`config.mk`:
```
export PLATFORM = sky130hd
export DESIGN_NAME = control_decoder
export DESIGN_NICKNAME = d
export VERILOG_FILES = /design/src/logic/cpu_pkg.sv /design/src/logic/control_decoder.sv
export SDC_FILE = /design/constraint.sdc
export NUM_CORES = 1
export LEC_CHECK = 0
export BUFFER_PORTS_ARGS = -buffer_cell sky130_fd_sc_hd__buf_2
export CAP_MARGIN = 10
export CORE_AREA = 3 3 40 42
export DETAILED_ROUTE_END_ITERATION = 8
export DIE_AREA = 0 0 43 45
export PLACE_DENSITY = 0.42
export SYNTH_ARGS = -nofsm -noshare
export SYNTH_HDL_FRONTEND = slang
export SYNTH_SLANG_ARGS = --single-unit
export TNS_END_PERCENT = 30
```
`constraint.sdc`:
```
create_clock -name vclk -period 0.8
set_clock_uncertainty 0.2 [all_clocks]
set_input_delay 0.04 -clock vclk [all_inputs]
set_output_delay 0.04 -clock vclk [all_outputs]
set_load 0.005 [all_outputs]
```
`src/logic/cpu_pkg.sv`:
```
package cpu_pkg;

    // Word and array sizes
    localparam int INSTR_W    = 9;              // Instruction word width
    localparam int DATA_W     = 8;              // Register and memory byte width
    localparam int IMM_W      = 6;              // Immediate field width
    localparam int IMEM_DEPTH = 64;             // Program words
    localparam int IMEM_AW    = 6;              // Program address width
    localparam int DMEM_AW    = 8;              // 256 data bytes
    localparam int REG_AW     = 2;              // Four registers

    // Run limits
    localparam int MAX_CYCLES = 200;            // Budget before forced ack
    localparam int CYCLE_W    = 16;             // Executed-cycle counter width

    // Primary opcodes, top three bits of every instruction
    typedef enum logic [2:0] {
        OP_ADD   = 3'd0,                        // r1 = ra + rb
        OP_SUB   = 3'd1,                        // r1 = ra - rb
        OP_AND   = 3'd2,                        // r1 = ra & rb
        OP_LOAD  = 3'd3,                        // rb = mem[ra]
        OP_STORE = 3'd4,                        // mem[ra] = rb
        OP_LDI   = 3'd5,                        // r1 = zext(imm6)
        OP_BZ    = 3'd6,                        // Branch if r1 == 0
        OP_HALT  = 3'd7                         // Stop execution
    } opcode_e;

    // Same 9-bit word, two field layouts selected by opcode
    typedef union packed {
        struct packed {
            opcode_e             opcode;        // Shared opcode position
            logic [REG_AW-1:0]   ra;            // Address / first operand reg
            logic [REG_AW-1:0]   rb;            // Data / second operand reg
            logic [1:0]          spare;         // Unused low bits
        } reg_form;
        struct packed {
            opcode_e             opcode;        // Shared opcode position
            logic [IMM_W-1:0]    imm6;          // LDI value or BZ offset
        } imm_form;
    } instr_u;

endpackage
```
`src/logic/control_decoder.sv`:
```
`timescale 1ns/1ps

module control_decoder (
    input  logic                         running,     // Gates all enables
    input  cpu_pkg::instr_u              instr,
    output cpu_pkg::opcode_e             alu_op,
    output logic                         reg_we,      // Register write
    output logic                         dest_is_rb,  // LOAD writes rb, else r1
    output logic                         mem_read,    // Write back memory data
    output logic                         mem_write,   // STORE strobe
    output logic                         use_imm,     // LDI operand select
    output logic                         branch_en,   // BZ in execute
    output logic                         halt,
    output logic [cpu_pkg::REG_AW-1:0]   ra,
    output logic [cpu_pkg::REG_AW-1:0]   rb,
    output logic [cpu_pkg::IMM_W-1:0]    imm6
);
    import cpu_pkg::*;

    opcode_e opcode;

    // Both layouts share the opcode bits
    assign opcode = instr.reg_form.opcode;
    assign ra     = instr.reg_form.ra;
    assign rb     = instr.reg_form.rb;
    assign imm6   = instr.imm_form.imm6;

    always_comb begin
        alu_op     = opcode;                          // ALU follows opcode by default
        reg_we     = 1'b0;
        dest_is_rb = 1'b0;
        mem_read   = 1'b0;
        mem_write  = 1'b0;
        use_imm    = 1'b0;
        branch_en  = 1'b0;
        halt       = 1'b0;
        unique case (opcode)
            OP_ADD, OP_SUB, OP_AND: begin
                reg_we = running;                     // Result into r1
            end
            OP_LOAD: begin
                reg_we     = running;
                dest_is_rb = 1'b1;                    // rb = mem[ra]
                mem_read   = running;
            end
            OP_STORE: begin
                mem_write = running;                  // mem[ra] = rb
            end
            OP_LDI: begin
                reg_we  = running;
                use_imm = 1'b1;                       // 0 + zext(imm6)
            end
            OP_BZ: begin
                branch_en = running;                  // ALU passes r1 for zero test
            end
            OP_HALT: begin
                halt = running;
            end
        endcase
    end

endmodule

```
==> flow_metrics.env <==
export IMPL_vdd_drop_max_v=0.0000625
export IMPL_grt_pass1_vias=101
export IMPL_fin_crit_ns=0.758
export IMPL_timing_final_crit_share=0.948
export IMPL_critPathBufInv=2
export IMPL_syn_cell_area_um2=169
export IMPL_intPower_uw=38.7
export IMPL_io_buffers=14
export IMPL_yosys_warnings=0
export IMPL_dieArea_um2=1940
export IMPL_yosysUniqueCellTypes=8
export IMPL_seqCellArea_um2=0
export IMPL_worst_path_stages=4
export IMPL_die_h_um=45
export IMPL_power_leakage_nw=0.100
export IMPL_finalWirelength_um=315
export IMPL_viasPerCell=3.23
export IMPL_first_pass_iters=1
export IMPL_multi_input_area_um2=78.8
export IMPL_p_seq_frac=0
export IMPL_via_count=129
export IMPL_violations="hold timing"
export IMPL_slew_violations=0
export IMPL_start_kind="input port"
export IMPL_clkPwrFrac=0
export IMPL_initial_core_util=0.131
export IMPL_worstSetupEndpointType="output port"
export IMPL_setup_violations_final=0
export IMPL_total_power_uw=73.1
export IMPL_grt_usage=0.0257
export IMPL_syn2layout_area_growth_pct=5.93
export IMPL_crit_type="input port to output port"
export IMPL_status="finished, violations left"
export IMPL_design_seq_count=0
export IMPL_hp_class="input port to output port"
export IMPL_synthCells=24
export IMPL_worstPathMaxFanout=5
export IMPL_avgSynthCellArea_um2=7.04
export IMPL_crit_chain="buf_4 > nand2b_4 > a21boi_2 > buf_2"
export IMPL_ys_seq_area_frac=0
export IMPL_tightest_slew_ns=0.131
export IMPL_power_density_nw_per_um2=409
export IMPL_antenna_found_initial=0
export IMPL_diodes=0
export IMPL_cp_required_ns=0.56
export IMPL_switchingPower_uw=34.5
export IMPL_layout_common_cells="buf_2, nor2_1, buf_4"
export IMPL_pwr_share_comb=1.000
export IMPL_drc=0
export IMPL_core_area_um2=1280
export IMPL_crit_start="instr[7]"
export IMPL_grt_overflow=0
export IMPL_final_antenna_net_count=0
export IMPL_syn_num_nets=34
export IMPL_grt_setup_unrepaired="yes"
export IMPL_die_w_um=43
export IMPL_layout_drive_gt1_share=0.800
export IMPL_pin_count=30
export IMPL_wire_per_inst_um=7.88
export IMPL_drt_iter0_drc=0
export IMPL_fmax_ghz=1.32
export IMPL_gp_congestion=0.513
export IMPL_max_slew_margin=0.912
export IMPL_grt_max_degree=7
export IMPL_cts_setup_buffers=0
export IMPL_layout_nets=37
export IMPL_critPathSlowestCell="nand2b_4"
export IMPL_hold_worst_slack_ns=-0.120
export IMPL_hold_violations=10
export IMPL_crit_end="reg_we"
export IMPL_num_rows=13
export IMPL_final_common_cell="buf_2"
export IMPL_tns_ns=0
export IMPL_worstPathArrival_ns=0.52
export IMPL_grt_pass1_wl_um=407
export IMPL_n_fill_cell=151
export IMPL_slowest_delay_ns=0.14
export IMPL_nClkBuffers=0
export IMPL_path_delay_family="buffers and inverters"
export IMPL_maxCapViolations=0
export IMPL_p_sw_frac=0.471
## power by group through the flow
| stage | clock, mW | combinational, mW | sequential, mW |
|---|---|---|---|
| 6_report | 0 | 0.0731 | 0 |
| 5_1_grt | 0 | 0.0799 | 0 |
| 4_1_cts | 0 | 0.0641 | 0 |
| 3_5_place_dp | 0 | 0.0639 | 0 |
| 3_3_place_gp | 0 | 0.0635 | 0 |
| 2_1_floorplan | 0 | 0.0740 | 0 |
## stage by stage
| step | instance area (um^2) | util | setup WS, ns | cells |
|---|---|---|---|---|
| after floorplan | 169 | - | 0.224 | 24 |
| after global placement | 160 | 0.125 | -0.0187 | 40 |
| after detailed placement | 160 | 0.125 | -0.0203 | 40 |
| after CTS | 160 | 0.125 | -0.0203 | 40 |
| after global routing | 179 | 0.139 | -0.0105 | 40 |
| final | 179 | 0.139 | 0.0419 | 40 |
## worst min path at each step
stage,start,endpoint,slack (ns),cells past startpoint
floorplan,instr[6],branch_en,-0.1,1
global placement,instr[0],imm6[0],-0.12,0
detailed placement,instr[0],imm6[0],-0.12,0
CTS,instr[0],imm6[0],-0.12,0
global route,instr[1],imm6[1],-0.12,0
finish,instr[4],imm6[4],-0.12,0
## logic make-up (layout without fill, tap and decap cells)
group | after synthesis | count (layout) | share of synthesized area
compound gates | 1 | 1 | 0.0445
simple gates | 9 | 9 | 0.356
buf+inv | 14 | 15 | 0.600
## layer usage
metal / track usage / vias up / routed length [um]
met3: 0 / 0 / 53
met4: 0.00602 / 0 / 0
met1: 0.0262 / 55 / 102
met5: 0 / - / 0
met2: 0.0569 / 10 / 159
li1: - / 64 / -
## layout make-up
class / count / share of cell area
multi-input cells: 10 / 0.441
repair buffers: 14 / 0.434
well taps: 15 / 0.105
inverters: 1 / 0.0210
## repair_timing
item,CTS,global route
pin swaps,0,2
resized for setup,0,7
endpoints found under the hold margin,10,10
endpoints found under the setup margin,1,5
## Yosys cell counts
library cell,n,area [um^2]
inv_1,1,3.75
nand2_2,2,12.5
nand2b_1,1,6.26
nor3b_2,2,25.0
nor2_1,3,11.3
a21boi_1,1,7.51
buf_4,13,97.6
nor3_1,1,5.00
Power figures use the tool's default switching activity.
