$ cat src/logic/cpu_pkg.sv
package cpu_pkg;

    // Word and array sizes
    localparam int INSTR_W    = 9;              // Instruction word width
    localparam int DATA_W     = 8;              // Register and memory byte width
    localparam int IMM_W      = 6;              // Immediate field width
    localparam int IMEM_DEPTH = 64;             // Program words
    localparam int IMEM_AW    = 6;              // Program address width
    localparam int DMEM_AW    = 8;              // 256 data bytes
    localparam int REG_AW     = 2;              // Four registers

    // Run limits
    localparam int MAX_CYCLES = 200;            // Budget before forced ack
    localparam int CYCLE_W    = 16;             // Executed-cycle counter width

    // Primary opcodes, top three bits of every instruction
    typedef enum logic [2:0] {
        OP_ADD   = 3'd0,                        // r1 = ra + rb
        OP_SUB   = 3'd1,                        // r1 = ra - rb
        OP_AND   = 3'd2,                        // r1 = ra & rb
        OP_LOAD  = 3'd3,                        // rb = mem[ra]
        OP_STORE = 3'd4,                        // mem[ra] = rb
        OP_LDI   = 3'd5,                        // r1 = zext(imm6)
        OP_BZ    = 3'd6,                        // Branch if r1 == 0
        OP_HALT  = 3'd7                         // Stop execution
    } opcode_e;

    // Same 9-bit word, two field layouts selected by opcode
    typedef union packed {
        struct packed {
            opcode_e             opcode;        // Shared opcode position
            logic [REG_AW-1:0]   ra;            // Address / first operand reg
            logic [REG_AW-1:0]   rb;            // Data / second operand reg
            logic [1:0]          spare;         // Unused low bits
        } reg_form;
        struct packed {
            opcode_e             opcode;        // Shared opcode position
            logic [IMM_W-1:0]    imm6;          // LDI value or BZ offset
        } imm_form;
    } instr_u;

endpackage
$ cat src/logic/alu.sv
`timescale 1ns/1ps

module alu (
    input  logic [cpu_pkg::DATA_W-1:0]   a,
    input  logic [cpu_pkg::DATA_W-1:0]   b,
    input  cpu_pkg::opcode_e             op,
    output logic [cpu_pkg::DATA_W-1:0]   result,
    output logic                         zero         // Result is all zeros
);
    import cpu_pkg::*;

    always_comb begin
        case (op)
            OP_ADD:  result = a + b;                  // Modulo 256, carry dropped
            OP_SUB:  result = a - b;                  // Modulo 256, borrow dropped
            OP_AND:  result = a & b;
            OP_BZ:   result = a;                      // Pass r1 for the zero test
            default: result = b;                      // Pass b, covers LDI
        endcase
    end

    assign zero = (result == '0);

endmodule

$ cat config.mk
export PLATFORM = sky130hd
export DESIGN_NAME = alu
export DESIGN_NICKNAME = d
export VERILOG_FILES = /design/src/logic/cpu_pkg.sv /design/src/logic/alu.sv
export SDC_FILE = /design/constraint.sdc
export NUM_CORES = 1
export LEC_CHECK = 0
export ABC_AREA = 1
export BUFFER_PORTS_ARGS = -buffer_cell sky130_fd_sc_hd__buf_2
export CAP_MARGIN = 30
export CORE_MARGIN = 1.5
export CORE_UTILIZATION = 55
export DETAILED_ROUTE_END_ITERATION = 6
export PLACE_DENSITY = 0.86
export SYNTH_ARGS = -nofsm -noshare
export SYNTH_HDL_FRONTEND = slang
export SYNTH_SLANG_ARGS = --single-unit
$ cat constraint.sdc
create_clock -name vclk -period 3.5
set_clock_uncertainty 0.2 [all_clocks]
set_input_delay 0.525 -clock vclk [all_inputs]
set_output_delay 0.525 -clock vclk [all_outputs]
set_load 0.005 [all_outputs]
==> metrics.cfg, run 1 <==
[placement]
place_congestion = 0.894
hpwl_microns = 1960
portBuffers = 28
numPlacedInstances = 202
placed_area_sq_um = 1020

[timing]
final-hold-violation-count = 0
finalSetupViolations = 0
timing.final.max_slew_violations = 0
final.min_clock_period_ns = 3.38
max_freq_mhz = 296
maxSlewHeadroom_pct = 79.5
tightest_slew_ns = 0.307
fin_crit_sh_pct = 96.6

[drt]
first_pass_iters = 4
vias = 1142
viasPerCell = 5.57
drt_iter0_drc = 36
antenna_left = 0
wirelength_microns = 2820
wl_per_cell_microns = 13.7
drc = 0

[power_and_ir_drop]
p_sw_w = 0.000129
peakVddDrop_mv = 0.0958
p_leak_nw = 0.677
swShare_pct = 59.4
seqPwrFrac_pct = 0
power.internal_w = 0.0000884
power-per-cell-area_nw_per_um2 = 190
clkPwrFrac_pct = 0
pwr-share-comb_pct = 100.0

[finish]
antenna-diode-count = 0
nFlopsAndLatches = 0
seqCellArea_sq_um = 0
fillCellCount = 115
layout.cells.non_filler = 205
drive_gt1_share_pct = 33.9
nets = 220
nClkBuffers = 0
final_cell_area_sq_um = 1150
area.growth.synth_to_final_pct = 34.5

[die]
ios = 28
die_area_sq_um = 1790
rows = 14
dieHeight_microns = 42.4
start_util_pct = 57.9
core-area_sq_um = 1470
die_x_microns = 42.4

[global_route]
grt_use_total_pct = 26.9
antenna_found_initial = 0
grt_pass1_wl_microns = 3940
gr-total-overflow = 0
grt_max_degree = 11
grt_pass1_vias = 1013

[critical_path]
worstSetupStartpointType = input pin
path_max_fanout = 5
slowest_delay_ns = 0.39
crit_required_ns = 2.77
cpLargestDelayFamily = simple AND/OR/NAND/NOR gates
crit_buf_inv = 6
endpoint_kind = primary output
crit_chain = buf_2, inv_2, ha_4, inv_1, nor3_2, inv_1, nand2_1, xor2_1, ha_1, nand2_2, inv_1, nand3_2, nand3_1, nand2_1, nand3_1, nand3_1, nor2_2, nand2_1, nor2_2, buf_2
slowest_stage = ha_1
arrival_ns = 2.66
timing.setup.critical_path_class = in2out

[synth]
syn_area_sq_um = 852
synth_top_area_cell = nand2_1
syn-num-nets = 185
synth_area_per_cell_sq_um = 5.46
synth_cell_types = 22
yosysWarnings = 0
synth_seq_area_share_pct = 0
yosys-top-cells-area = nand2_1 (22%), inv_1 (15%), ha_1 (13%)
synth_cells = 156
synth_top_area_share_pct = 22.0

[job]
maxCapViolCount = 0

[outcome]
status = finished clean

[hold_path]
min_from = b[7]
holdCritPathClass = in2out
whs_path_depth = 4
holdPathEnd = result[7]

## timing repair
action,4_1_cts,5_1_grt
endpoints found under the hold margin,0,0
buffers inserted,0,3
hold buffers,0,0
resized for setup,0,26
setup endpoints to repair,0,2
## power groups by stage
stage,sequential [W],clock [W],combinational (W)
after floorplan,0,0,0.000123
after global placement,0,0,0.000173
after detailed placement,0,0,0.000180
after CTS,0,0,0.000181
after global routing,0,0,0.000241
final,0,0,0.000218
## cells in the final DEF (no fill, tap or decap), types with 4 or more instances in the layout
master,count
a21oi_1,4
buf_2,27
buf_4,7
ha_1,6
inv_1,31
nand2_1,46
nand2_2,4
nand3_1,13
nand3_2,4
nor2_1,7
nor2_2,4
o211ai_1,5
xor2_1,4
## cell usage after synthesis
master,count
inv_1,33
nor2_1,10
xor2_1,4
fa_1,1
nor2_2,1
buf_6,1
o31ai_1,2
nor2_4,3
nand3_2,1
inv_2,1
ha_1,9
nand2_4,2
nor3_1,2
o211ai_1,5
xnor2_1,2
nand4_1,3
o211ai_4,1
a21oi_1,5
nand3_1,16
o21ai_0,3
nand2_1,50
nand3b_1,1
## layer usage
| layer | wire (microns) | track usage (%) | vias to the layer above |
|---|---|---|---|
| li1 | - | - | 562 |
| met1 | 1200 | 34.6 | 523 |
| met2 | 1430 | 49.8 | 49 |
| met3 | 127 | 0.431 | 8 |
| met4 | 63 | 5.00 | 0 |
| met5 | 0 | 0 | - |
## layout make-up
cell class | instances | area [sq um] | share of cell area [%]
Multi-Input combinational cell | 121 | 808 | 70.5
Inverter | 34 | 130 | 11.4
Timing Repair Buffer | 34 | 188 | 16.4
Tap cell | 16 | 20.0 | 1.75
## worst max-delay path by stage
stage	startpoint	depth (start not counted)	endpoint	slack [ns]
floorplan	op[2]	15	zero	0.43
global placement	b[0]	19	zero	0.12
detailed placement	b[0]	19	zero	0.001
CTS	b[0]	19	zero	0.002
global route	op[2]	18	zero	-0.04
finish	b[1]	20	zero	0.12
## through the flow
| step | hold slack (ns) | total power, W | setup TNS, ns | util (%) | setup slack (ns) |
|---|---|---|---|---|---|
| 3_5_place_dp | 1.20 | 0.000180 | 0 | 69.6 | 0.00137 |
| 6_report | 1.21 | 0.000218 | 0 | 77.9 | 0.120 |
| 2_1_floorplan | 0.958 | 0.000123 | 0 | - | 0.432 |
| 4_1_cts | 1.20 | 0.000181 | 0 | 69.6 | 0.00159 |
| 3_3_place_gp | 1.20 | 0.000173 | 0 | 69.6 | 0.116 |
| 5_1_grt | 1.24 | 0.000241 | -0.0383 | 77.9 | -0.0383 |
## logic make-up (layout without fill, tap and decap cells)
family,Yosys count,after routing,synth area share (%)
XOR/XNOR,6,6,6.17
AND/OR/NAND/NOR,89,89,48.6
buffers and inverters,35,68,16.3
AO/OA/AOI/OAI,16,16,13.4
adder cells (fa/ha/maj),10,10,15.6
(Power assumes the default switching activity.)
==> inputs of run 2 (changes only) <==
Settings changed: PLACE_DENSITY 0.86 to default, PLACE_DENSITY_LB_ADDON from default to 0.2.
==> metrics.cfg, run 2 (synthesized netlist as in run 1, its figures left out) <==
[outcome]
status = finished clean  ; unchanged

[hold_path]
min_from = b[0]  ; was b[7]
holdPathEnd = result[0]  ; was result[7]
holdCritPathClass = in2out  ; unchanged
whs_path_depth = 4  ; unchanged

[timing]
final.min_clock_period_ns = 3.39  ; was 3.38 ns
finalSetupViolations = 0  ; unchanged
fin_crit_sh_pct = 96.7  ; was 96.6%
maxSlewHeadroom_pct = 80.0  ; was 79.5%
finalSetupTns_ns = 0  ; unchanged
final-hold-violation-count = 0  ; unchanged
tightest_slew_ns = 0.300  ; was 0.307 ns
max_freq_mhz = 295  ; was 296 MHz
whs_ns = 1.19  ; was 1.21 ns
timing.final.max_slew_violations = 0  ; unchanged

[drt]
wirelength_microns = 2460  ; was 2820 microns
drt_iter0_drc = 47  ; was 36
viasPerCell = 5.30  ; was 5.57
antenna_left = 0  ; unchanged
first_pass_iters = 4  ; unchanged
wl_per_cell_microns = 12.1  ; was 13.7 microns
vias = 1081  ; was 1142
drc = 0  ; unchanged

[critical_path]
timing.setup.critical_path_class = in2out  ; unchanged
slowest_stage = ha_1  ; unchanged
endpoint_kind = primary output  ; unchanged
crit_chain = buf_6, inv_4, ha_4, inv_4, nor3_2, inv_1, nand2_1, xor2_2, ha_1, nand2_1, inv_1, nand3_1, nand4_1, nand3_1, nand3_1, nor2_1, nand2_1, nor2_2, buf_2  ; was buf_2, inv_2, ha_4, inv_1, nor3_2, inv_1, nand2_1, xor2_1, ha_1, nand2_2, inv_1, nand3_2, nand3_1, nand2_1, nand3_1, nand3_1, nor2_2, nand2_1, nor2_2, buf_2
slowest_delay_ns = 0.29  ; was 0.39 ns
crit_buf_inv = 6  ; unchanged
worstSetupStartpointType = input pin  ; unchanged
crit_required_ns = 2.77  ; about the same
startpoint = b[0]  ; was b[1]
path_max_fanout = 4  ; was 5
cpLargestDelayFamily = simple AND/OR/NAND/NOR gates  ; unchanged
arrival_ns = 2.66  ; about the same

[power_and_ir_drop]
seqPwrFrac_pct = 0  ; about the same
pwr-share-comb_pct = 100.0  ; about the same
p_sw_w = 0.000117  ; was 0.000129 W
swShare_pct = 58.5  ; was 59.4%
peakVddDrop_mv = 0.0883  ; was 0.0958 mV
power-per-cell-area_nw_per_um2 = 178  ; was 190 nW/um^2
p_leak_nw = 0.668  ; was 0.677 nW
power.internal_w = 0.0000827  ; was 0.0000884 W
clkPwrFrac_pct = 0  ; about the same

[die]
ios = 28  ; unchanged
core-area_sq_um = 1470  ; unchanged
start_util_pct = 57.9  ; unchanged
die_x_microns = 42.4  ; unchanged
rows = 14  ; unchanged
dieHeight_microns = 42.4  ; unchanged
die_area_sq_um = 1790  ; unchanged

[placement]
portBuffers = 28  ; unchanged
placed_area_sq_um = 1020  ; about the same
numPlacedInstances = 201  ; was 202
place_congestion = 0.874  ; was 0.894
hpwl_microns = 1830  ; was 1960 microns

[global_route]
grt_pass1_vias = 900  ; was 1013
grt_use_total_pct = 25.4  ; was 26.9%
gr-total-overflow = 0  ; unchanged
grt_pass1_wl_microns = 3740  ; was 3940 microns
grt_max_degree = 11  ; unchanged
antenna_found_initial = 0  ; unchanged

[job]
maxCapViolCount = 0  ; unchanged

[finish]
final_common_cell = nand2_1  ; unchanged
area.growth.synth_to_final_pct = 31.4  ; was 34.5%
multi_input_area_sq_um = 774  ; was 808 sq um
nClkBuffers = 0  ; unchanged
seqCellArea_sq_um = 0  ; unchanged
nFlopsAndLatches = 0  ; unchanged
fillCellCount = 136  ; was 115
most-common-layout-cells = nand2_1 (50), inv_1 (30), buf_2 (26), nand3_1 (15), nor2_1 (10)  ; was nand2_1 (46), inv_1 (31), buf_2 (27), nand3_1 (13)
final_cell_area_sq_um = 1120  ; was 1150 sq um
layout.cells.non_filler = 204  ; was 205
drive_gt1_share_pct = 29.3  ; was 33.9%
antenna-diode-count = 0  ; unchanged
final_core_util_pct = 76.1  ; was 77.9%
nets = 219  ; was 220

[clock_network]
ctsHoldBuffers = 0  ; unchanged

run 2: what timing repair did:
item,in CTS,in global routing
resized for setup,0,23
setup endpoints to repair,0,2
buffers inserted,0,3
run 2: area by class of cell:
type | instances | share of cell area [%]
Multi-Input combinational cell | 121 | 69.2
Inverter | 34 | 12.1
Tap cell | 16 | 1.79
Timing Repair Buffer | 33 | 17.0
run 2: worst max path at each step:
stage | endpoint | depth (start not counted)
after floorplan | zero | 15
after global placement | zero | 19
after detailed placement | zero | 19
after CTS | zero | 19
after global routing | zero | 19
final | zero | 19
run 2: routing by layer:
metal,vias to the layer above,track usage (%),share of wire (%)
met5,-,0,0
met4,0,1.25,0.41
met3,2,0.862,5.0
met2,35,44.9,51
met1,484,35.8,43
li1,560,-,-
run 2: worst min-delay path: stages:
cell and delay [ns]:
buf_6 0.10, nand2_4 0.06, o211ai_4 0.07, buf_2 0.11
run 2: power by group through the flow:
stage	sequential [W]	clock [W]	combinational, W
2_1_floorplan	0	0	0.000123
4_1_cts	0	0	0.000177
5_1_grt	0	0	0.000224
6_report	0	0	0.000199
3_5_place_dp	0	0	0.000176
3_3_place_gp	0	0	0.000172
run 2: stage by stage:
step           worst slack, ns  power (W)
3_5_place_dp            0.0239   0.000176
2_1_floorplan            0.432   0.000123
5_1_grt                -0.0482   0.000224
3_3_place_gp             0.113   0.000172
4_1_cts                 0.0195   0.000177
6_report                 0.114   0.000199
