### src/logic/cpu_pkg.sv
package cpu_pkg;

    // Word and array sizes
    localparam int INSTR_W    = 9;              // Instruction word width
    localparam int DATA_W     = 8;              // Register and memory byte width
    localparam int IMM_W      = 6;              // Immediate field width
    localparam int IMEM_DEPTH = 64;             // Program words
    localparam int IMEM_AW    = 6;              // Program address width
    localparam int DMEM_AW    = 8;              // 256 data bytes
    localparam int REG_AW     = 2;              // Four registers

    // Run limits
    localparam int MAX_CYCLES = 200;            // Budget before forced ack
    localparam int CYCLE_W    = 16;             // Executed-cycle counter width

    // Primary opcodes, top three bits of every instruction
    typedef enum logic [2:0] {
        OP_ADD   = 3'd0,                        // r1 = ra + rb
        OP_SUB   = 3'd1,                        // r1 = ra - rb
        OP_AND   = 3'd2,                        // r1 = ra & rb
        OP_LOAD  = 3'd3,                        // rb = mem[ra]
        OP_STORE = 3'd4,                        // mem[ra] = rb
        OP_LDI   = 3'd5,                        // r1 = zext(imm6)
        OP_BZ    = 3'd6,                        // Branch if r1 == 0
        OP_HALT  = 3'd7                         // Stop execution
    } opcode_e;

    // Same 9-bit word, two field layouts selected by opcode
    typedef union packed {
        struct packed {
            opcode_e             opcode;        // Shared opcode position
            logic [REG_AW-1:0]   ra;            // Address / first operand reg
            logic [REG_AW-1:0]   rb;            // Data / second operand reg
            logic [1:0]          spare;         // Unused low bits
        } reg_form;
        struct packed {
            opcode_e             opcode;        // Shared opcode position
            logic [IMM_W-1:0]    imm6;          // LDI value or BZ offset
        } imm_form;
    } instr_u;

endpackage
### src/logic/register_file.sv
`timescale 1ns/1ps

module register_file (
    input  logic                         clk,
    input  logic                         reset,
    input  logic [cpu_pkg::REG_AW-1:0]   ra,          // Read port A
    input  logic [cpu_pkg::REG_AW-1:0]   rb,          // Read port B
    input  logic                         we,
    input  logic [cpu_pkg::REG_AW-1:0]   waddr,
    input  logic [cpu_pkg::DATA_W-1:0]   wdata,
    output logic [cpu_pkg::DATA_W-1:0]   data_a,
    output logic [cpu_pkg::DATA_W-1:0]   data_b,
    output logic [cpu_pkg::DATA_W-1:0]   data_r1      // Accumulator, for BZ
);
    import cpu_pkg::*;

    logic [DATA_W-1:0] regs [2**REG_AW];

    always_ff @(posedge clk or posedge reset) begin
        if (reset) begin
            for (int i = 0; i < 2**REG_AW; i++) begin
                regs[i] <= '0;                        // All registers start at zero
            end
        end else if (we) begin
            regs[waddr] <= wdata;                     // Visible next cycle
        end
    end

    assign data_a  = regs[ra];
    assign data_b  = regs[rb];
    assign data_r1 = regs[1];                         // Fixed r1 read

endmodule

### config.mk
export PLATFORM = sky130hd
export DESIGN_NAME = register_file
export DESIGN_NICKNAME = d
export VERILOG_FILES = /design/src/logic/cpu_pkg.sv /design/src/logic/register_file.sv
export SDC_FILE = /design/constraint.sdc
export NUM_CORES = 1
export LEC_CHECK = 0
export BUFFER_PORTS_ARGS = -buffer_cell sky130_fd_sc_hd__buf_2
export CAP_MARGIN = 20
export CORE_MARGIN = 2
export CORE_UTILIZATION = 50
export DETAILED_ROUTE_END_ITERATION = 10
export GPL_TIMING_DRIVEN = 0
export HOLD_SLACK_MARGIN = 0.1
export PLACE_DENSITY = 0.82
export SLEW_MARGIN = 40
export SYNTH_ARGS = -nofsm -noshare
export SYNTH_HDL_FRONTEND = slang
export SYNTH_SLANG_ARGS = --single-unit
### constraint.sdc
create_clock -name clk -period 2.2 [get_ports clk]
set_clock_uncertainty 0.1 [all_clocks]
set_input_delay 0.33 -clock clk [delete_from_list [all_inputs] [get_ports clk]]
set_output_delay 0.33 -clock clk [all_outputs]
set_load 0.01 [all_outputs]
==> results.md, run 1 <==
* Status: complete, no violations
* Vias in the first global route at 1,025
* Max Slew Vio Count at 0
* Sequential Power Share at 47.8%
* Via/cell ratio at 5.58
* Vias at 1,032
* Fillers at 274
* Initial Utilization at 53.3%
* Drt initial violations at 27
* Clk pin slew, worst setup/hold paths at 0.09 ns
* Max Cap Viol at 0
* DPL Wire Length at 2350 µm
* Die width at 61.5 µm
* Worst-path fanout max at 4
* Post-Synthesis Cells at 97
* Syn avg cell area at 17.1 µm²
* First-pass GRT wire length at 4970 µm
* Io pins at 41
* Worst R2R Path Depth at 1
* Sequential fraction of the synthesis area at 48.4%
* R2r startpoint: data_r1[5]
* Clk root buf: clkbuf_4
* RSZ-0062 raised after global routing: false
* Hold path start: wdata[6]
* Dpl ws at 0.416 ns
* Leakage at 0.000875 µW
* DR DRC count at 0
* TritonCTS clock tree: yes
* RePlAce Congestion at 0.713
* Row count at 20
* Hold path cells at 2
* Syn Nets at 114
* Mux cell area share after synthesis at 43.6%
* Initial DRT Pass Iterations at 4
* Slew @ Worst Pin at 0.666 ns
* Count of distinct cell types in the synthesized netlist at 10
* Sum Neg Setup Slack at 0 ns
* Bufs on Longest Clock Path at 2
* Fin crit share at 83.0%
* FF+latch count, synth at 32
* Layout cells sized above 1 at 75.2%
* Min Hold Slack at 0.180 ns
* Port bufs at 36
* Final-stage net count at 158
* Largest net degree at the start of global routing at 33
* Final min period at 1.83 ns
* Finished Cell Area at 1960 µm²
* Fin util at 63.3%
* PnR worst setup slack at 0.375 ns
* Initial antenna violation count at 0
* Post-DR wirelength/cell at 17.7 µm
* Logic pwr share at 29.8%
* Core area at 3100 µm²
* Cell area after synthesis at 1650 µm²
* Synth Area in Adders at 0%
* Antenna diodes at 0
* Synth Area in Compound Gates at 0%
* Routed wire length at 3280 µm
* Main combinational cell family by area after synthesis: multiplexers
* Fmax at 548 MHz
* # H-tree levels at 2
* Net Switching at 457 µW
* CTS sink cnt at 32
* Warnings, synthesis at 0
* Synth Area in Simple Gates at 3.10%
* Crit path launch type: flip-flop
* Clock group share of total power at 22.4%
* CP arrival at 1.40 ns
* XOR/XNOR Fraction of Synth Area at 0%
* Hold Violations, Final at 0
* Sw Share at 27.9%
* Num CTS Buffers at 5
* Crit Path Category: flip-flop to primary output
* Total die area at 3780 µm²
* CP endpoint kind: primary output
* Final setup viols at 0
* Flip-flop and latch area at 801 µm²
* Area Overhead vs Synth at 18.8%
* Worst R2R End: data_r1[5]
* Height of the die at 61.5 µm
* Pwr Density at 834 nW/µm²
* Gr usage total at 19.7%
* Slew HR at 55.6%
* Clock Latency Late Sink at 0.32 ns
* Area after DPL at 1890 µm²
* Cell internal pwr at 1180 µW
* HP Class: input pin to flip-flop
* Post-CTS Setup Bufs at 0
* Number of nets still failing antenna checks after routing at 0
* Worst Path Required at 1.77 ns
* Worst reg-to-reg setup slack at 1.29 ns
* Worst hold endpoint: regs[6]
* Multi-input gate area at 772 µm²
* VDD IR max at 587 µV
* Global route total overflow at 0
-- cells by family (layout without fill, tap and decap cells) --
family,count (synthesis),in the layout
muxes,48,48
buffers and inverters,13,57
DFF,32,32
and+or+nand+nor,4,4
-- critical path, cell delays in order (launching register included) --
cell and delay [ns]:
dfrtp_1 0.43, mux4_2 0.48, buf_2 0.16
-- cell usage in the layout, fill, tap and decap left out, drive strengths merged --
cell | synthesis | routed
inv | 1 | 1
nand3b | 2 | 2
dlygate4sd3 | 0 | 1
mux2 | 32 | 32
nand3 | 1 | 1
mux4 | 16 | 16
nor3b | 1 | 1
buf | 12 | 48
dfrtp | 32 | 32
clkbuf | 0 | 7
-- sequential cells by signal, indices dropped and copies added (netlist names) --
signal   flops
data_r1      8
regs        24
-- worst max path at each step --
stage / from / to / slack [ns] / cells past startpoint
after floorplan: ra[0] / data_a[0] / 0.65 / 2
after global placement: ra[0] / data_a[5] / 0.43 / 3
after detailed placement: rb[0] / data_b[5] / 0.42 / 3
after CTS: data_r1[5] / data_b[5] / 0.35 / 2
after global routing: data_r1[5] / data_b[5] / 0.32 / 2
final: data_r1[5] / data_b[5] / 0.37 / 2
-- power groups by stage --
stage                     sequential, µW  clock [µW]  combinational, µW
after floorplan                      766           0                349
after global placement               777           0                479
after detailed placement             795           0                495
after CTS                            782         378                498
after global routing                 797         405                528
final                                783         367                488
-- routing by layer --
metal  up-vias  GRT usage, %  routed length (µm)
met5         -             0                   0
met4         0          7.29                  47
met3         7          4.62                 196
met2        45          34.3                1710
met1       524          23.9                1320
li1        456             -                   -
-- area by class of cell --
class	instances	share of cell area, %
multi-input cells	52	39.3
inverters	1	0.191
repair buffers	37	9.68
clock buffers	7	3.31
plain buffers	12	3.95
well taps	44	2.80
flip-flops and latches	32	40.8
-- cells in the mapped netlist --
master,instances,area [µm²]
dfrtp_1,32,801
mux2_2,32,360
mux4_2,16,360
buf_4,8,60.1
buf_1,2,7.51
buf_2,2,10.0
nand3b_2,2,22.5
inv_1,1,3.75
nand3_2,1,10.0
nor3b_4,1,18.8
-- timing repair --
action | in CTS | in global routing
hold buffers | 1 | 0
gates resized for setup | 0 | 0
endpoints found under the hold margin | 32 | 0
-- metrics by stage --
stage / total power (µW) / std cells
finish: 1640 / 185
floorplan: 1120 / 97
global route: 1730 / 185
CTS: 1660 / 185
detailed placement: 1290 / 177
global placement: 1260 / 177
Note: power is estimated with default switching activity, not from simulation.
==> inputs of run 2 (changes only) <==
ABC_AREA = 1   (was default)
PLACE_DENSITY = 0.79   (was 0.82)
clock period = 1.7 ns   (was 2.2 ns; I/O delays follow)
==> results.md, run 2 <==
* Global route total overflow at 0 (unchanged)
* Synth top area share at 37.8% (-11 points)
* Layout cells sized above 1 at 23.7% (-51 points)
* HP Class: input pin to flip-flop
* Post-Synthesis Cells at 306 (+220%)
* Leakage at 0.00148 µW (+69%)
* Final setup viols at 0 (unchanged)
* Cell area after synthesis at 2120 µm² (+28%)
* Height of the die at 69.1 µm (+12%)
* # H-tree levels at 2 (unchanged)
* Routed wire length at 5270 µm (+61%)
* Status: complete, no violations
* CTS Hold Bufs at 1 (unchanged)
* Leading cell types in the layout, fill and taps excluded: nand2_1, inv_1, nand3_1
* Max FFs per register at 24 (unchanged)
* Gr usage total at 24.4% (+4.6 points)
* Cell with the largest stage delay on the worst path: dfrtp_1
* Area leader, netlist: dfrtp_1
* Drt initial violations at 186 (+590%)
* FF+latch count, synth at 32 (unchanged)
* RePlAce Congestion at 0.913 (+28%)
* CP top delay family: flip-flops
* Row count at 23 (+15%)
* Most common cell after layout, fill and taps aside: nand2_1
* Core area at 4030 µm² (+30%)
* Ys flop type: dfrtp_1
* Num CTS Buffers at 5 (unchanged)
* Initial DRT Pass Iterations at 5 (+1)
* Total die area at 4770 µm² (+26%)
* Count of distinct cell types in the synthesized netlist at 14 (+4)
* Bufs on Longest Clock Path at 2 (unchanged)
* Worst-path fanout max at 3 (-1)
* Hold Violations, Final at 0 (unchanged)
* Die width at 69.1 µm (+12%)
* Max Cap Viol at 0 (unchanged)
* Fillers at 400 (+46%)
* Crit Path Category: flip-flop to primary output
* Pwr Density at 919 nW/µm² (+10%)
* Critical path's largest stage delay at 0.39 ns (-0.09 ns)
* Worst reg-to-reg setup slack at 0.97 ns (-0.32 ns)
* Slew @ Worst Pin at 0.691 ns (+0.0257 ns)
* Post-DR wirelength/cell at 13.2 µm (-26%)
* Initial Utilization at 52.5% (-0.76 points)
* Crit-path cells: inv_1 -> nand2_1 -> nand3_1 -> nand2_1 -> buf_2
* DPL Wire Length at 3950 µm (+68%)
* CP arrival at 1.12 ns (-0.28 ns)
* Crit path launch type: flip-flop
* Syn Nets at 323 (+180%)
* Async SR Flop Fraction at 100% (unchanged)
* Sum Neg Setup Slack at 0 ns (unchanged)
* Top-count cell post-synth: nand2_1
* Dpl ws at 0.299 ns (-0.117 ns)
* Fmax at 678 MHz
* Clk pin slew, worst setup/hold paths at 0.07 ns (-0.02 ns)
* Biggest register: regs
* TritonCTS clock tree: yes
* DR DRC count at 0 (unchanged)
* Area Overhead vs Synth at 16.0%
* Largest net degree at the start of global routing at 33 (unchanged)
* RSZ-0062 raised after global routing: false
* CP endpoint kind: primary output
* Final-stage net count at 366 (+130%)
* Max Slew Vio Count at 0 (unchanged)
* Pwr Total at 2250 µW (+38%)
* Clk root buf: clkbuf_8
* Io pins at 41 (unchanged)
* Buffers plus inverters on the worst setup path at 2 (+1)
* First-pass GRT wire length at 9300 µm (+87%)
* PnR worst setup slack at 0.225 ns (-0.150 ns)
* Fin util at 60.9% (-2.4 points)
* CTS sink cnt at 32 (unchanged)
* Fin crit share at 86.8%
* Via/cell ratio at 5.23 (-6.2%)
* Post-CTS Setup Bufs at 0 (unchanged)
* Number of nets still failing antenna checks after routing at 0 (unchanged)
* Final min period at 1.47 ns
* Syn avg cell area at 6.92 µm² (-59%)
* Vias in the first global route at 1,981 (+93%)
* Post-synth EDFFs at 0 (unchanged)
* Initial antenna violation count at 0 (unchanged)
* Clock Latency Late Sink at 0.29 ns (-0.03 ns)
* Synth top cells by count: nand2_1, inv_1, nand3_1
* Area contributors post-synth: dfrtp_1, nand2_1, nand3_1
* Vias at 2,093 (+100%)
* Slew HR at 53.8% (-1.7 points)
* Port bufs at 35 (-2.8%)
* VDD IR max at 442 µV (-25%)
* Post-CTS sizing at 0 (unchanged)
* Antenna diodes at 0 (unchanged)
* Worst Path Required at 1.34 ns (-0.43 ns)
* Sequential fraction of the synthesis area at 37.8% (-11 points)
* Warnings, synthesis at 0 (unchanged)
* CP dominant cell by count: nand2_1
## run 2: cell types whose count changed in the layout (fill, tap and decap cells not counted), moves of 6 or more
cell,previous run,this run
nand2_1,0,134
mux2_2,32,0
nand3_1,0,40
buf_4,8,14
o21ai_2,0,8
inv_1,0,42
mux4_2,16,0
nand4_1,0,16
## run 2: final cells by class
cell class                      count  area [µm²]  area share [%]
Multi-Input combinational cell    205         970            39.5
Clock buffer                        8        90.1            3.67
Tap cell                           50        62.6            2.55
Buffer                             22         170            6.93
Timing Repair Buffer               36         185            7.54
Inverter                           47         176            7.19
Sequential cell                    32         801            32.6
## run 2: cell families (layout without fill, tap and decap cells)
logic type / Yosys count / in the layout / share of synthesized area, %
DFF: 32 / 32 / 37.8
AOI/OAI and AO/OA: 8 / 8 / 3.31
and+or+nand+nor: 197 / 197 / 42.5
buffers and inverters: 69 / 113 / 16.4
## run 2: routing by layer
metal  track usage [%]  part of all wire, %  wire (µm)  vias up
li1                  -                    -          -     1026
met1              33.5                   44       2330      973
met2              38.4                   46       2440       86
met3              5.56                  7.9        418        8
met4              7.41                  1.5         80        0
met5                 0                    0          0        -
## run 2: final timing paths
| path | startpoint | to | depth (start not counted) |
|---|---|---|---|
| setup / recovery | data_r1[3] | data_b[3] | 5 |
| hold / removal | wdata[7] | regs[31] | 3 |
| setup reg to reg | data_r1[4] | data_r1[4] | 2 |
| hold reg to reg | regs[10] | regs[10] | 2 |
| max in group asynchronous | reset | regs[11] | 3 |
| min in group asynchronous | reset | regs[27] | 3 |
## run 2: worst min-delay path: stages
cell and delay (ns):
buf_2 0.12, nand3_1 0.07, nand2_1 0.05
## run 2: per-stage QoR
stage               instances  hold slack (ns)  cell area, µm²
floorplan                 306            0.271            2120
global placement          391            0.355            2350
detailed placement        391            0.303            2350
CTS                       400            0.144            2450
global route              400            0.151            2450
finish                    400            0.146            2450
## run 2: where the power goes
group          leakage, µW  switching, µW  internal, µW
Combinational      0.00103            416           277
Sequential        0.000399           71.4           883
Clock            0.0000455            278           330
Total              0.00148            765          1490
