--- config.mk ---
export PLATFORM = sky130hd
export DESIGN_NAME = program_counter
export DESIGN_NICKNAME = d
export VERILOG_FILES = /design/src/logic/cpu_pkg.sv /design/src/logic/program_counter.sv
export SDC_FILE = /design/constraint.sdc
export NUM_CORES = 1
export LEC_CHECK = 0
export ABC_CLOCK_PERIOD_IN_PS = 1900
export BUFFER_PORTS_ARGS = -buffer_cell sky130_fd_sc_hd__buf_2
export CAP_MARGIN = 5
export CORE_AREA = 2 2 39 41
export DETAILED_ROUTE_END_ITERATION = 7
export DIE_AREA = 0 0 41 43
export GPL_TIMING_DRIVEN = 0
export PLACE_DENSITY = 0.6
export SLEW_MARGIN = 10
export SYNTH_ARGS = -nofsm -noshare
export SYNTH_HDL_FRONTEND = slang
export SYNTH_SLANG_ARGS = --single-unit
--- constraint.sdc ---
create_clock -name clk -period 1.9 [get_ports clk]
set_input_delay 0.285 -clock clk [delete_from_list [all_inputs] [get_ports clk]]
set_output_delay 0.285 -clock clk [all_outputs]
set_load 0.01 [all_outputs]
--- src/logic/cpu_pkg.sv ---
package cpu_pkg;

    // Word and array sizes
    localparam int INSTR_W    = 9;              // Instruction word width
    localparam int DATA_W     = 8;              // Register and memory byte width
    localparam int IMM_W      = 6;              // Immediate field width
    localparam int IMEM_DEPTH = 64;             // Program words
    localparam int IMEM_AW    = 6;              // Program address width
    localparam int DMEM_AW    = 8;              // 256 data bytes
    localparam int REG_AW     = 2;              // Four registers

    // Run limits
    localparam int MAX_CYCLES = 200;            // Budget before forced ack
    localparam int CYCLE_W    = 16;             // Executed-cycle counter width

    // Primary opcodes, top three bits of every instruction
    typedef enum logic [2:0] {
        OP_ADD   = 3'd0,                        // r1 = ra + rb
        OP_SUB   = 3'd1,                        // r1 = ra - rb
        OP_AND   = 3'd2,                        // r1 = ra & rb
        OP_LOAD  = 3'd3,                        // rb = mem[ra]
        OP_STORE = 3'd4,                        // mem[ra] = rb
        OP_LDI   = 3'd5,                        // r1 = zext(imm6)
        OP_BZ    = 3'd6,                        // Branch if r1 == 0
        OP_HALT  = 3'd7                         // Stop execution
    } opcode_e;

    // Same 9-bit word, two field layouts selected by opcode
    typedef union packed {
        struct packed {
            opcode_e             opcode;        // Shared opcode position
            logic [REG_AW-1:0]   ra;            // Address / first operand reg
            logic [REG_AW-1:0]   rb;            // Data / second operand reg
            logic [1:0]          spare;         // Unused low bits
        } reg_form;
        struct packed {
            opcode_e             opcode;        // Shared opcode position
            logic [IMM_W-1:0]    imm6;          // LDI value or BZ offset
        } imm_form;
    } instr_u;

endpackage
--- src/logic/program_counter.sv ---
`timescale 1ns/1ps

module program_counter (
    input  logic                         clk,
    input  logic                         reset,
    input  logic                         running,     // One instruction per cycle
    input  logic                         branch_en,   // BZ in execute
    input  logic                         zero,        // r1 == 0 from ALU
    input  logic [cpu_pkg::IMM_W-1:0]    imm6,        // Signed branch offset
    output logic [cpu_pkg::IMEM_AW-1:0]  pc
);
    import cpu_pkg::*;

    logic [IMEM_AW-1:0] offset;                       // Sign-extended imm6
    logic [IMEM_AW-1:0] pc_seq;                       // Fall-through target
    logic [IMEM_AW-1:0] pc_br;                        // Taken-branch target
    logic               take_branch;

    assign offset      = IMEM_AW'(signed'(imm6));     // Sign extend to PC width
    assign pc_seq      = pc + 1'b1;                   // Wraps modulo 64
    assign pc_br       = pc + offset;                 // Backward when imm6 negative
    assign take_branch = branch_en && zero;

    always_ff @(posedge clk or posedge reset) begin
        if (reset) begin
            pc <= '0;                                 // Programs start at word 0
        end else if (running) begin
            pc <= take_branch ? pc_br : pc_seq;
        end
    end

endmodule

==> reports/metrics.csv, run 1 <==
metric,value,unit
setup_violations,0,
synth_cell_types,20,
grt_max_degree,9,
htree_levels,1,
start_kind,flip-flop,
hold_path.class,input pin to flip-flop,
status,"finished, final reports clean",
pwr_density_cell,1370,mW/mm^2
rsz0062_at_grt,false,
cts.sinks,6,
instances_no_fill,76,
synth_edf_count,0,
synth_area_leader_cell,dfrtp_1,
hold_end,pc[2],
grt_antenna_before_repair,0,
ant_nets,0,
syn2layout_area_growth,28.9,%
largestRegisters,pc x6,
cts_tree,yes,
core_area,0.00138,sq mm
use_met2,17.2,%
drv_cap,0,
synthTopCellsByCount,"dfrtp_1, ha_1, and3_1, mux2_2, xnor2_1",
synthTopCellsByArea,"dfrtp_1, ha_1, mux2_2",
firstDrtPassIters,3,
syn_area,450,sq um
vias_per_cell,4.74,
ys.flop_type,dfrtp_1,
nets,79,
post-route-cell-area,581,sq um
die_area,0.00176,sq mm
clk_path_buf_depth,2,
cp-end-kind,flip-flop,
hold_ws,259,ps
r2r-end,pc[4],
ios,17,
wl_per_cell,10.3,um
drt-initial-drc-count,3,
dieWidth,41,um
synth_top_cell_area_share,33.3,%
n_antenna_cell,0,
start_util,32.5,%
regMostFlops,pc,
crit_slowest_cell,dfrtp_1,
fin_skew,7.25,ps
rrSetupSlack,100,ps
hp-start,running,
worst_slew_pin_slew,247,ps
globalplace.congestion,0.752,
final.period_utilization,94.5,%
power.total,796,uW
crit_arrival,1910,ps
cts_buffers,3,
io_buffers,15,
reg2reg_from,pc[0],
synth_compound_area_share,10.0,%
slew_headroom,83.5,%
synthAdderAreaFrac,18.3,%
required,2020,ps
hold_viol,0,
synth_xor_area_share,7.78,%
syn_area_per_cell,11.0,sq um
clock_latency,240,ps
clkSlewWorstSetupHoldPaths,50,ps
syn_inst,41,
grt_pass1_wl,1.47,mm
synth_top_family_by_area,adder cells,
ys_ff_latch,6,
worstRegToRegCells,6,
row_count,14,
gr-total-overflow,0,
fmax,0.557,GHz
first_global_vias,359,
yosysSeqAreaShare,33.3,%
hold_depth,2,
finalMaxSlewViolations,0,
dp.cells,72,
min_period,1800,ps
cpPeakStageDelay,380,ps
dr_total_vias,360,
dpl_cell_area,546,sq um
synthSimpleGateAreaFrac,15.0,%
synthMuxAreaShare,12.2,%
grtUsageMet1,16.9,%
die_h,43,um
async_reset_ff_share,100,%
power.leakage,0.291,nW
final_layout_size_suffix_gt1_share,43.3,%
top_usage_layer,met2,
path_max_fanout,3,
critical_path_class,flip-flop to flip-flop,
route.final.wire_length,782,um
track_usage,12.6,%
ys_warn_count,0,
fillers,136,
cts_root_buf,clkbuf_4,
crit_chain,ha_1 > fa_2 > a21o_1 > a21oi_1 > xnor2_1 > mux2_2,
drc,0,
synth_fp_nets,58,
ir_worst_vdd,0.555,mV
largest_reg_flops,6,
synth_most_common_cell,dfrtp_1,
grt.met3_usage,3.14,%
## layer usage
| layer | share of wire (%) | vias to the layer above |
|---|---|---|
| li1 | - | 189 |
| met1 | 46 | 158 |
| met2 | 48 | 11 |
| met3 | 4.7 | 2 |
| met4 | 0.90 | 0 |
| met5 | 0 | - |
## logic make-up (layout without fill, tap and decap cells)
logic type | count (synthesis) | after routing
AO/OA/AOI/OAI | 6 | 6
flip-flops | 6 | 6
XOR/XNOR | 4 | 4
AND/OR/NAND/NOR | 12 | 12
multiplexers | 5 | 5
buffers and inverters | 2 | 21
adder cells (fa/ha/maj) | 6 | 6
## timing repair
action	CTS	global route
gates resized for setup	0	1
hold buffers	1	0
hold endpoints to repair	6	0
setup buffers	0	0
setup endpoints to repair	0	1
## layout by cell type (no fill, tap or decap)
master	instances
dlygate4sd3_1	1
and3_1	4
nor2_1	2
clkbuf_4	3
buf_6	1
nand2_1	1
mux2_2	4
inv_1	1
nand3_1	1
nand3b_1	1
dfrtp_1	6
a21o_1	1
ha_1	5
a311o_1	1
a21oi_1	2
xnor2_1	3
xor2_1	1
buf_2	15
mux2i_1	1
nor2b_1	2
a21oi_2	2
fa_2	1
nand4_1	1
## worst max-delay path by stage
stage | startpoint | end | slack (ps) | depth (start not counted)
after global placement | imm6[0] | pc[4] | -90 | 8
after global routing | pc[0] | pc[4] | 30 | 6
after detailed placement | imm6[0] | pc[4] | -90 | 8
after CTS | pc[0] | pc[4] | 20 | 6
after floorplan | pc[0] | pc[4] | 80 | 6
final | pc[0] | pc[4] | 100 | 6
## critical path, delay by kind of cell (launching register included)
kind / cells / cell delay, ps
fa+ha+maj: 2 / 600
flops: 1 / 380
xor+xnor: 1 / 80
mux: 1 / 250
compound gates: 2 / 360
## power by group
| part | leakage (nW) | internal [mW] | switching (mW) | total [mW] |
|---|---|---|---|---|
| combinational | 0.208 | 0.237 | 0.195 | 0.432 |
| clock | 0.0138 | 0.0713 | 0.0430 | 0.114 |
| sequential | 0.0696 | 0.196 | 0.0539 | 0.250 |
| total | 0.291 | 0.504 | 0.292 | 0.796 |
## stage by stage
stage | setup slack, ps | setup TNS [ps] | utilization (%)
CTS | 24.9 | 0 | 41.8
global route | 26.4 | 0 | 42.0
global placement | -94.9 | -108 | 39.4
finish | 105 | 0 | 42.0
detailed placement | -93.6 | -100 | 39.4
floorplan | 82.1 | 0 | -
## layout make-up
type                       instances  area (sq um)  area share [%]
clock buffer                       3          22.5            3.88
tap                               16          20.0            3.45
timing repair buffer              16          85.1            14.7
sequential                         6           150            25.9
buffer                             1          11.3            1.94
multi-input combinational         33           288            49.6
inverter                           1          3.75           0.647
No activity file was read; power rests on OpenSTA's default activity.
==> run 2: changes to the inputs <==
--- a/config.mk
+++ b/config.mk
@@ -6,7 +6,7 @@
 export NUM_CORES = 1
 export LEC_CHECK = 0
 export ABC_CLOCK_PERIOD_IN_PS = 1900
-export BUFFER_PORTS_ARGS = -buffer_cell sky130_fd_sc_hd__buf_2
+export BUFFER_PORTS_ARGS = -buffer_cell sky130_fd_sc_hd__clkbuf_2
 export CAP_MARGIN = 5
 export CORE_AREA = 2 2 39 41
 export DETAILED_ROUTE_END_ITERATION = 7
==> run 2 against run 1 <==
Net effect: total power increased by 1.7%; clock skew decreased by 0.52 ps; non-clock buffer count unchanged; global-route usage increased by 0.71 points; clock power about the same; register-to-register slack improved by 20 ps; first-iteration DRC count increased by 67%; critical path depth unchanged.
==> reports/metrics.csv, run 2 (synthesized netlist as in run 1, its figures left out) <==
metric,value,unit,change
status,"finished, final reports clean",,
rrSetupSlack,130,ps,+20 ps
cp-end-kind,flip-flop,,
cts_root_buf,clkbuf_4,,
route.final.wire_length,850,um,+8.7%
drc,0,,unchanged
dr_total_vias,361,,+0.28%
die_area,0.00176,sq mm,unchanged
globalplace.congestion,0.751,,-0.12%
clk_path_buf_depth,2,,unchanged
grt_antenna_before_repair,0,,unchanged
rsz0062_at_grt,false,,
nets,79,,unchanged
required,2020,ps,about the same
final_util,42.2,%,+0.27 points
layout_commonest_cell,clkbuf_2,,
row_count,14,,unchanged
grt_pass1_wl,1.55,mm,+5.2%
fmax,0.564,GHz,+1.3%
cts_tree,yes,,
drt-initial-drc-count,5,,+2
cts_setup_buffers,0,,unchanged
path_max_fanout,3,,unchanged
regMostFlops,pc,,
htree_levels,1,,unchanged
vias_per_cell,4.75,,+0.28%
reg2reg_from,pc[0],,
dieWidth,41,um,unchanged
die_h,43,um,unchanged
core_area,0.00138,sq mm,unchanged
start_kind,flip-flop,,
ant_nets,0,,unchanged
worst_slew_pin_slew,254,ps,+7.25 ps
drv_cap,0,,unchanged
syn2layout_area_growth,29.7,%,
critical_path_class,flip-flop to flip-flop,,
power.total,810,uW,+1.7%
setup_violations,0,,unchanged
final.period_utilization,93.3,%,-1.2 points
crit_arrival,1890,ps,-20 ps
clock_latency,240,ps,about the same
pre_cts_ws,-85.1,ps,+8.50 ps
largestRegisters,pc x6,,
hp-start,running,,
gr-total-overflow,0,,unchanged
final_layout_size_suffix_gt1_share,45.0,%,+1.7 points
finalMaxSlewViolations,0,,unchanged
fin_ws,128,ps,+23.3 ps
min_period,1770,ps,-23.3 ps
ir_worst_vdd,0.562,mV,+1.2%
cts.sinks,6,,unchanged
first_global_vias,373,,+3.9%
start_util,32.5,%,unchanged
track_usage,13.3,%,+0.71 points
worstRegToRegCells,6,,unchanged
n_antenna_cell,0,,unchanged
pwr_density_cell,1390,mW/mm^2,+1.1%
r2r-end,pc[4],,
cts_buffers,3,,unchanged
firstDrtPassIters,3,,unchanged
grt_max_degree,9,,unchanged
hold_end,pc[2],,
hold_depth,2,,unchanged
fillers,135,,-0.74%
setup.worst_path.start,pc[0],,
wl_per_cell,11.2,um,+8.7%
hold_path.class,input pin to flip-flop,,
power.leakage,0.295,nW,+1.4%
hold_viol,0,,unchanged
clkSlewWorstSetupHoldPaths,50,ps,about the same
slew_headroom,83.0,%,-0.48 points
layout_common_cells,"clkbuf_2, dfrtp_1, ha_1",,
ios,17,,unchanged
fin_skew,6.73,ps,-0.521 ps
io_buffers,15,,unchanged
largest_reg_flops,6,,unchanged
place_hpwl,675,um,
[run 2: cell types whose count changed in the layout (fill, tap and decap cells not counted)]
cell,change
buf_2,-15
a21oi_1,-1
clkbuf_2,+15
a21oi_2,+1
[run 2: timing repair]
action | 4_1_cts | 5_1_grt
hold buffers | 1 | 0
resized for setup | 0 | 2
hold endpoints to repair | 6 | 0
setup endpoints to repair | 0 | 1
[run 2: worst max-delay path: stages, from the launching register on]
cell	delay [ps]
dfrtp_1	380
ha_1	240
fa_2	360
a21o_1	190
a21oi_2	140
xnor2_1	70
mux2_2	260
[run 2: stage by stage]
step / cells / setup TNS (ps) / hold slack, ps / instance area [sq um]
CTS: 76 / 0 / 253 / 578
global placement: 72 / -98.2 / 199 / 546
finish: 76 / 0 / 257 / 584
global route: 76 / 0 / 259 / 584
detailed placement: 72 / -101 / 205 / 546
floorplan: 41 / 0 / 76.0 / 450
[run 2: report_power, final]
part / internal [mW] / leakage (nW) / switching, mW / total [mW]
sequential: 0.196 / 0.0696 / 0.0567 / 0.253
combinational: 0.240 / 0.212 / 0.200 / 0.440
clock: 0.0714 / 0.0138 / 0.0456 / 0.117
total: 0.507 / 0.295 / 0.303 / 0.810
[run 2: per-layer routing]
metal,up-vias,GRT usage (%),wire (um)
li1,188,-,-
met4,0,8.00,7
met1,160,18.3,397
met2,11,18.1,412
met3,2,3.14,32
met5,-,0,0
[run 2: cell type report]
type	count	area, sq um	share of cell area, %
multi-input combinational	33	292	49.9
sequential	6	150	25.7
timing repair buffer	16	85.1	14.6
clock buffer	3	22.5	3.85
tap	16	20.0	3.43
inverter	1	3.75	0.642
buffer	1	11.3	1.93
[run 2: worst max path at each step]
| stage | end | slack, ps | cells after the start |
|---|---|---|---|
| 6_report | pc[4] | 130 | 6 |
| 5_1_grt | pc[4] | 30 | 6 |
| 4_1_cts | pc[4] | 30 | 6 |
| 3_5_place_dp | pc[4] | -90 | 8 |
| 3_3_place_gp | pc[4] | -80 | 8 |
| 2_1_floorplan | pc[4] | 80 | 6 |
==> run 3: changes to the inputs <==
--- a/config.mk
+++ b/config.mk
@@ -12,7 +12,7 @@
 export DETAILED_ROUTE_END_ITERATION = 7
 export DIE_AREA = 0 0 41 43
 export GPL_TIMING_DRIVEN = 0
-export PLACE_DENSITY = 0.6
+export PLACE_DENSITY = 0.62
 export SLEW_MARGIN = 10
 export SYNTH_ARGS = -nofsm -noshare
 export SYNTH_HDL_FRONTEND = slang
==> run 3 against run 2 <==
Net effect: first-iteration DRC count unchanged; total power grew 1.1%; worst hold slack worse by 3.0 ps; setup slack worse by 45 ps; sequential power about the same; count of clock-buffer cells in the layout unchanged; cell count stayed put; cell area shrank 0.64%; critical path type unchanged.
==> reports/metrics.csv, run 3 (synthesized netlist as in run 1, its figures left out) <==
metric,value,unit,change
start_util,32.5,%,unchanged
clock_latency,250,ps,about the same
largest_reg_flops,6,,unchanged
hold_ws,254,ps,-2.99 ps
worst_slew_pin_slew,267,ps,+12.8 ps
die_area,0.00176,sq mm,unchanged
hold_path.class,input pin to flip-flop,,
ant_nets,0,,unchanged
cts_tree,yes,,
row_count,14,,unchanged
n_antenna_cell,0,,unchanged
required,2040,ps,+20 ps
clkSlewWorstSetupHoldPaths,50,ps,about the same
first_global_vias,365,,-2.1%
die_h,43,um,unchanged
start_kind,flip-flop,,
track_usage,13.5,%,+0.21 points
cpPeakStageDelay,400,ps,+20 ps
critical_path_class,flip-flop to flip-flop,,
hold_depth,2,,unchanged
fin_skew,0.314,ps,-6.42 ps
fmax,0.550,GHz,-2.5%
largestRegisters,pc x6,,
grt_max_degree,9,,unchanged
final_layout_size_suffix_gt1_share,43.3,%,-1.7 points
final.period_utilization,95.6,%,+2.4 points
cts.sinks,6,,unchanged
cts_setup_buffers,0,,unchanged
fillers,155,,+15%
nets,79,,unchanged
finalMaxSlewViolations,0,,unchanged
cts_root_buf,clkbuf_4,,
dieWidth,41,um,unchanged
hold_viol,0,,unchanged
slew_headroom,82.2,%,-0.85 points
syn2layout_area_growth,28.9,%,
grt_antenna_before_repair,0,,unchanged
min_period,1820,ps,+44.8 ps
io_buffers,15,,unchanged
post-route-cell-area,581,sq um,-0.64%
globalplace.congestion,0.648,,-14%
grt_pass1_wl,1.55,mm,+0.45%
wl_per_cell,12.8,um,+14%
power.leakage,0.295,nW,-0.22%
crit_slowest_cell,fa_1,,
ios,17,,unchanged
path_max_fanout,3,,unchanged
final_util,42.0,%,-0.27 points
layout_common_cells,"clkbuf_2, dfrtp_1, mux2_2, and3_1, ha_1",,
htree_levels,1,,unchanged
power.total,819,uW,+1.1%
gr-total-overflow,0,,unchanged
layout_commonest_cell,clkbuf_2,,
route.final.wire_length,971,um,+14%
drc,0,,unchanged
status,"finished, final reports clean",,
firstDrtPassIters,4,,+1
cts_buffers,3,,unchanged
rsz0062_at_grt,false,,
pwr_density_cell,1410,mW/mm^2,+1.7%
regMostFlops,pc,,
ir_worst_vdd,0.486,mV,-14%
core_area,0.00138,sq mm,unchanged
vias_per_cell,5.11,,+7.5%
dr_total_vias,388,,+7.5%
setup_violations,0,,unchanged
worstRegToRegCells,6,,unchanged
fin_tns_setup,0,ps,unchanged
crit_arrival,1950,ps,+60 ps
crit_chain,ha_2 > fa_1 > a21o_1 > a21oi_1 > xnor2_1 > mux2_2,,
drv_cap,0,,unchanged
clk_path_buf_depth,2,,unchanged
drt-initial-drc-count,5,,unchanged
place_hpwl,737,um,+9.3%
cp-end-kind,flip-flop,,
dpl_cell_area,546,sq um,unchanged
## run 3: metrics by stage
step | cells | worst slack, ps
2_1_floorplan | 41 | 82.1
4_1_cts | 76 | 31.2
5_1_grt | 76 | 2.87
3_3_place_gp | 72 | -91.1
6_report | 76 | 83.2
3_5_place_dp | 72 | -114
## run 3: power breakdown
part	switching (mW)	internal [mW]
sequential	0.0582	0.196
clock	0.0558	0.0721
combinational	0.200	0.237
## run 3: layer usage
layer | global-route usage (%) | up-vias | wire (um)
met2 | 20.3 | 11 | 483
met4 | 10.0 | 0 | 14
met3 | 1.57 | 2 | 42
met1 | 16.6 | 189 | 430
met5 | 0 | - | 0
li1 | - | 186 | -
## run 3: final timing paths
path | slack, ps | endpoint | start
max in group asynchronous | 1200 | pc[1] | reset
min in group asynchronous | 490 | pc[3] | reset
worst min register to register | 480 | pc[5] | pc[5]
worst max-delay path | 80 | pc[4] | pc[0]
worst min-delay path | 250 | pc[2] | running
worst max register to register | 80 | pc[4] | pc[0]
## run 3: layout make-up
type | instances | area [sq um] | area share, %
Multi-Input combinational cell | 33 | 288 | 49.6
Sequential cell | 6 | 150 | 25.9
Timing Repair Buffer | 16 | 85.1 | 14.7
Clock buffer | 3 | 22.5 | 3.88
Tap cell | 16 | 20.0 | 3.45
Buffer | 1 | 11.3 | 1.94
Inverter | 1 | 3.75 | 0.647
## run 3: timing repair
action                                 in CTS  in global routing
setup endpoints to repair                   0                  1
endpoints found under the hold margin       6                  0
resized for setup                           0                  1
hold buffers                                1                  0
## run 3: worst max-delay path, delay by kind of cell, from the launching register on
family          cells  cell delay (ps)
mux                 1              260
flops               1              390
xor+xnor            1               80
compound gates      2              370
fa+ha+maj           2              610
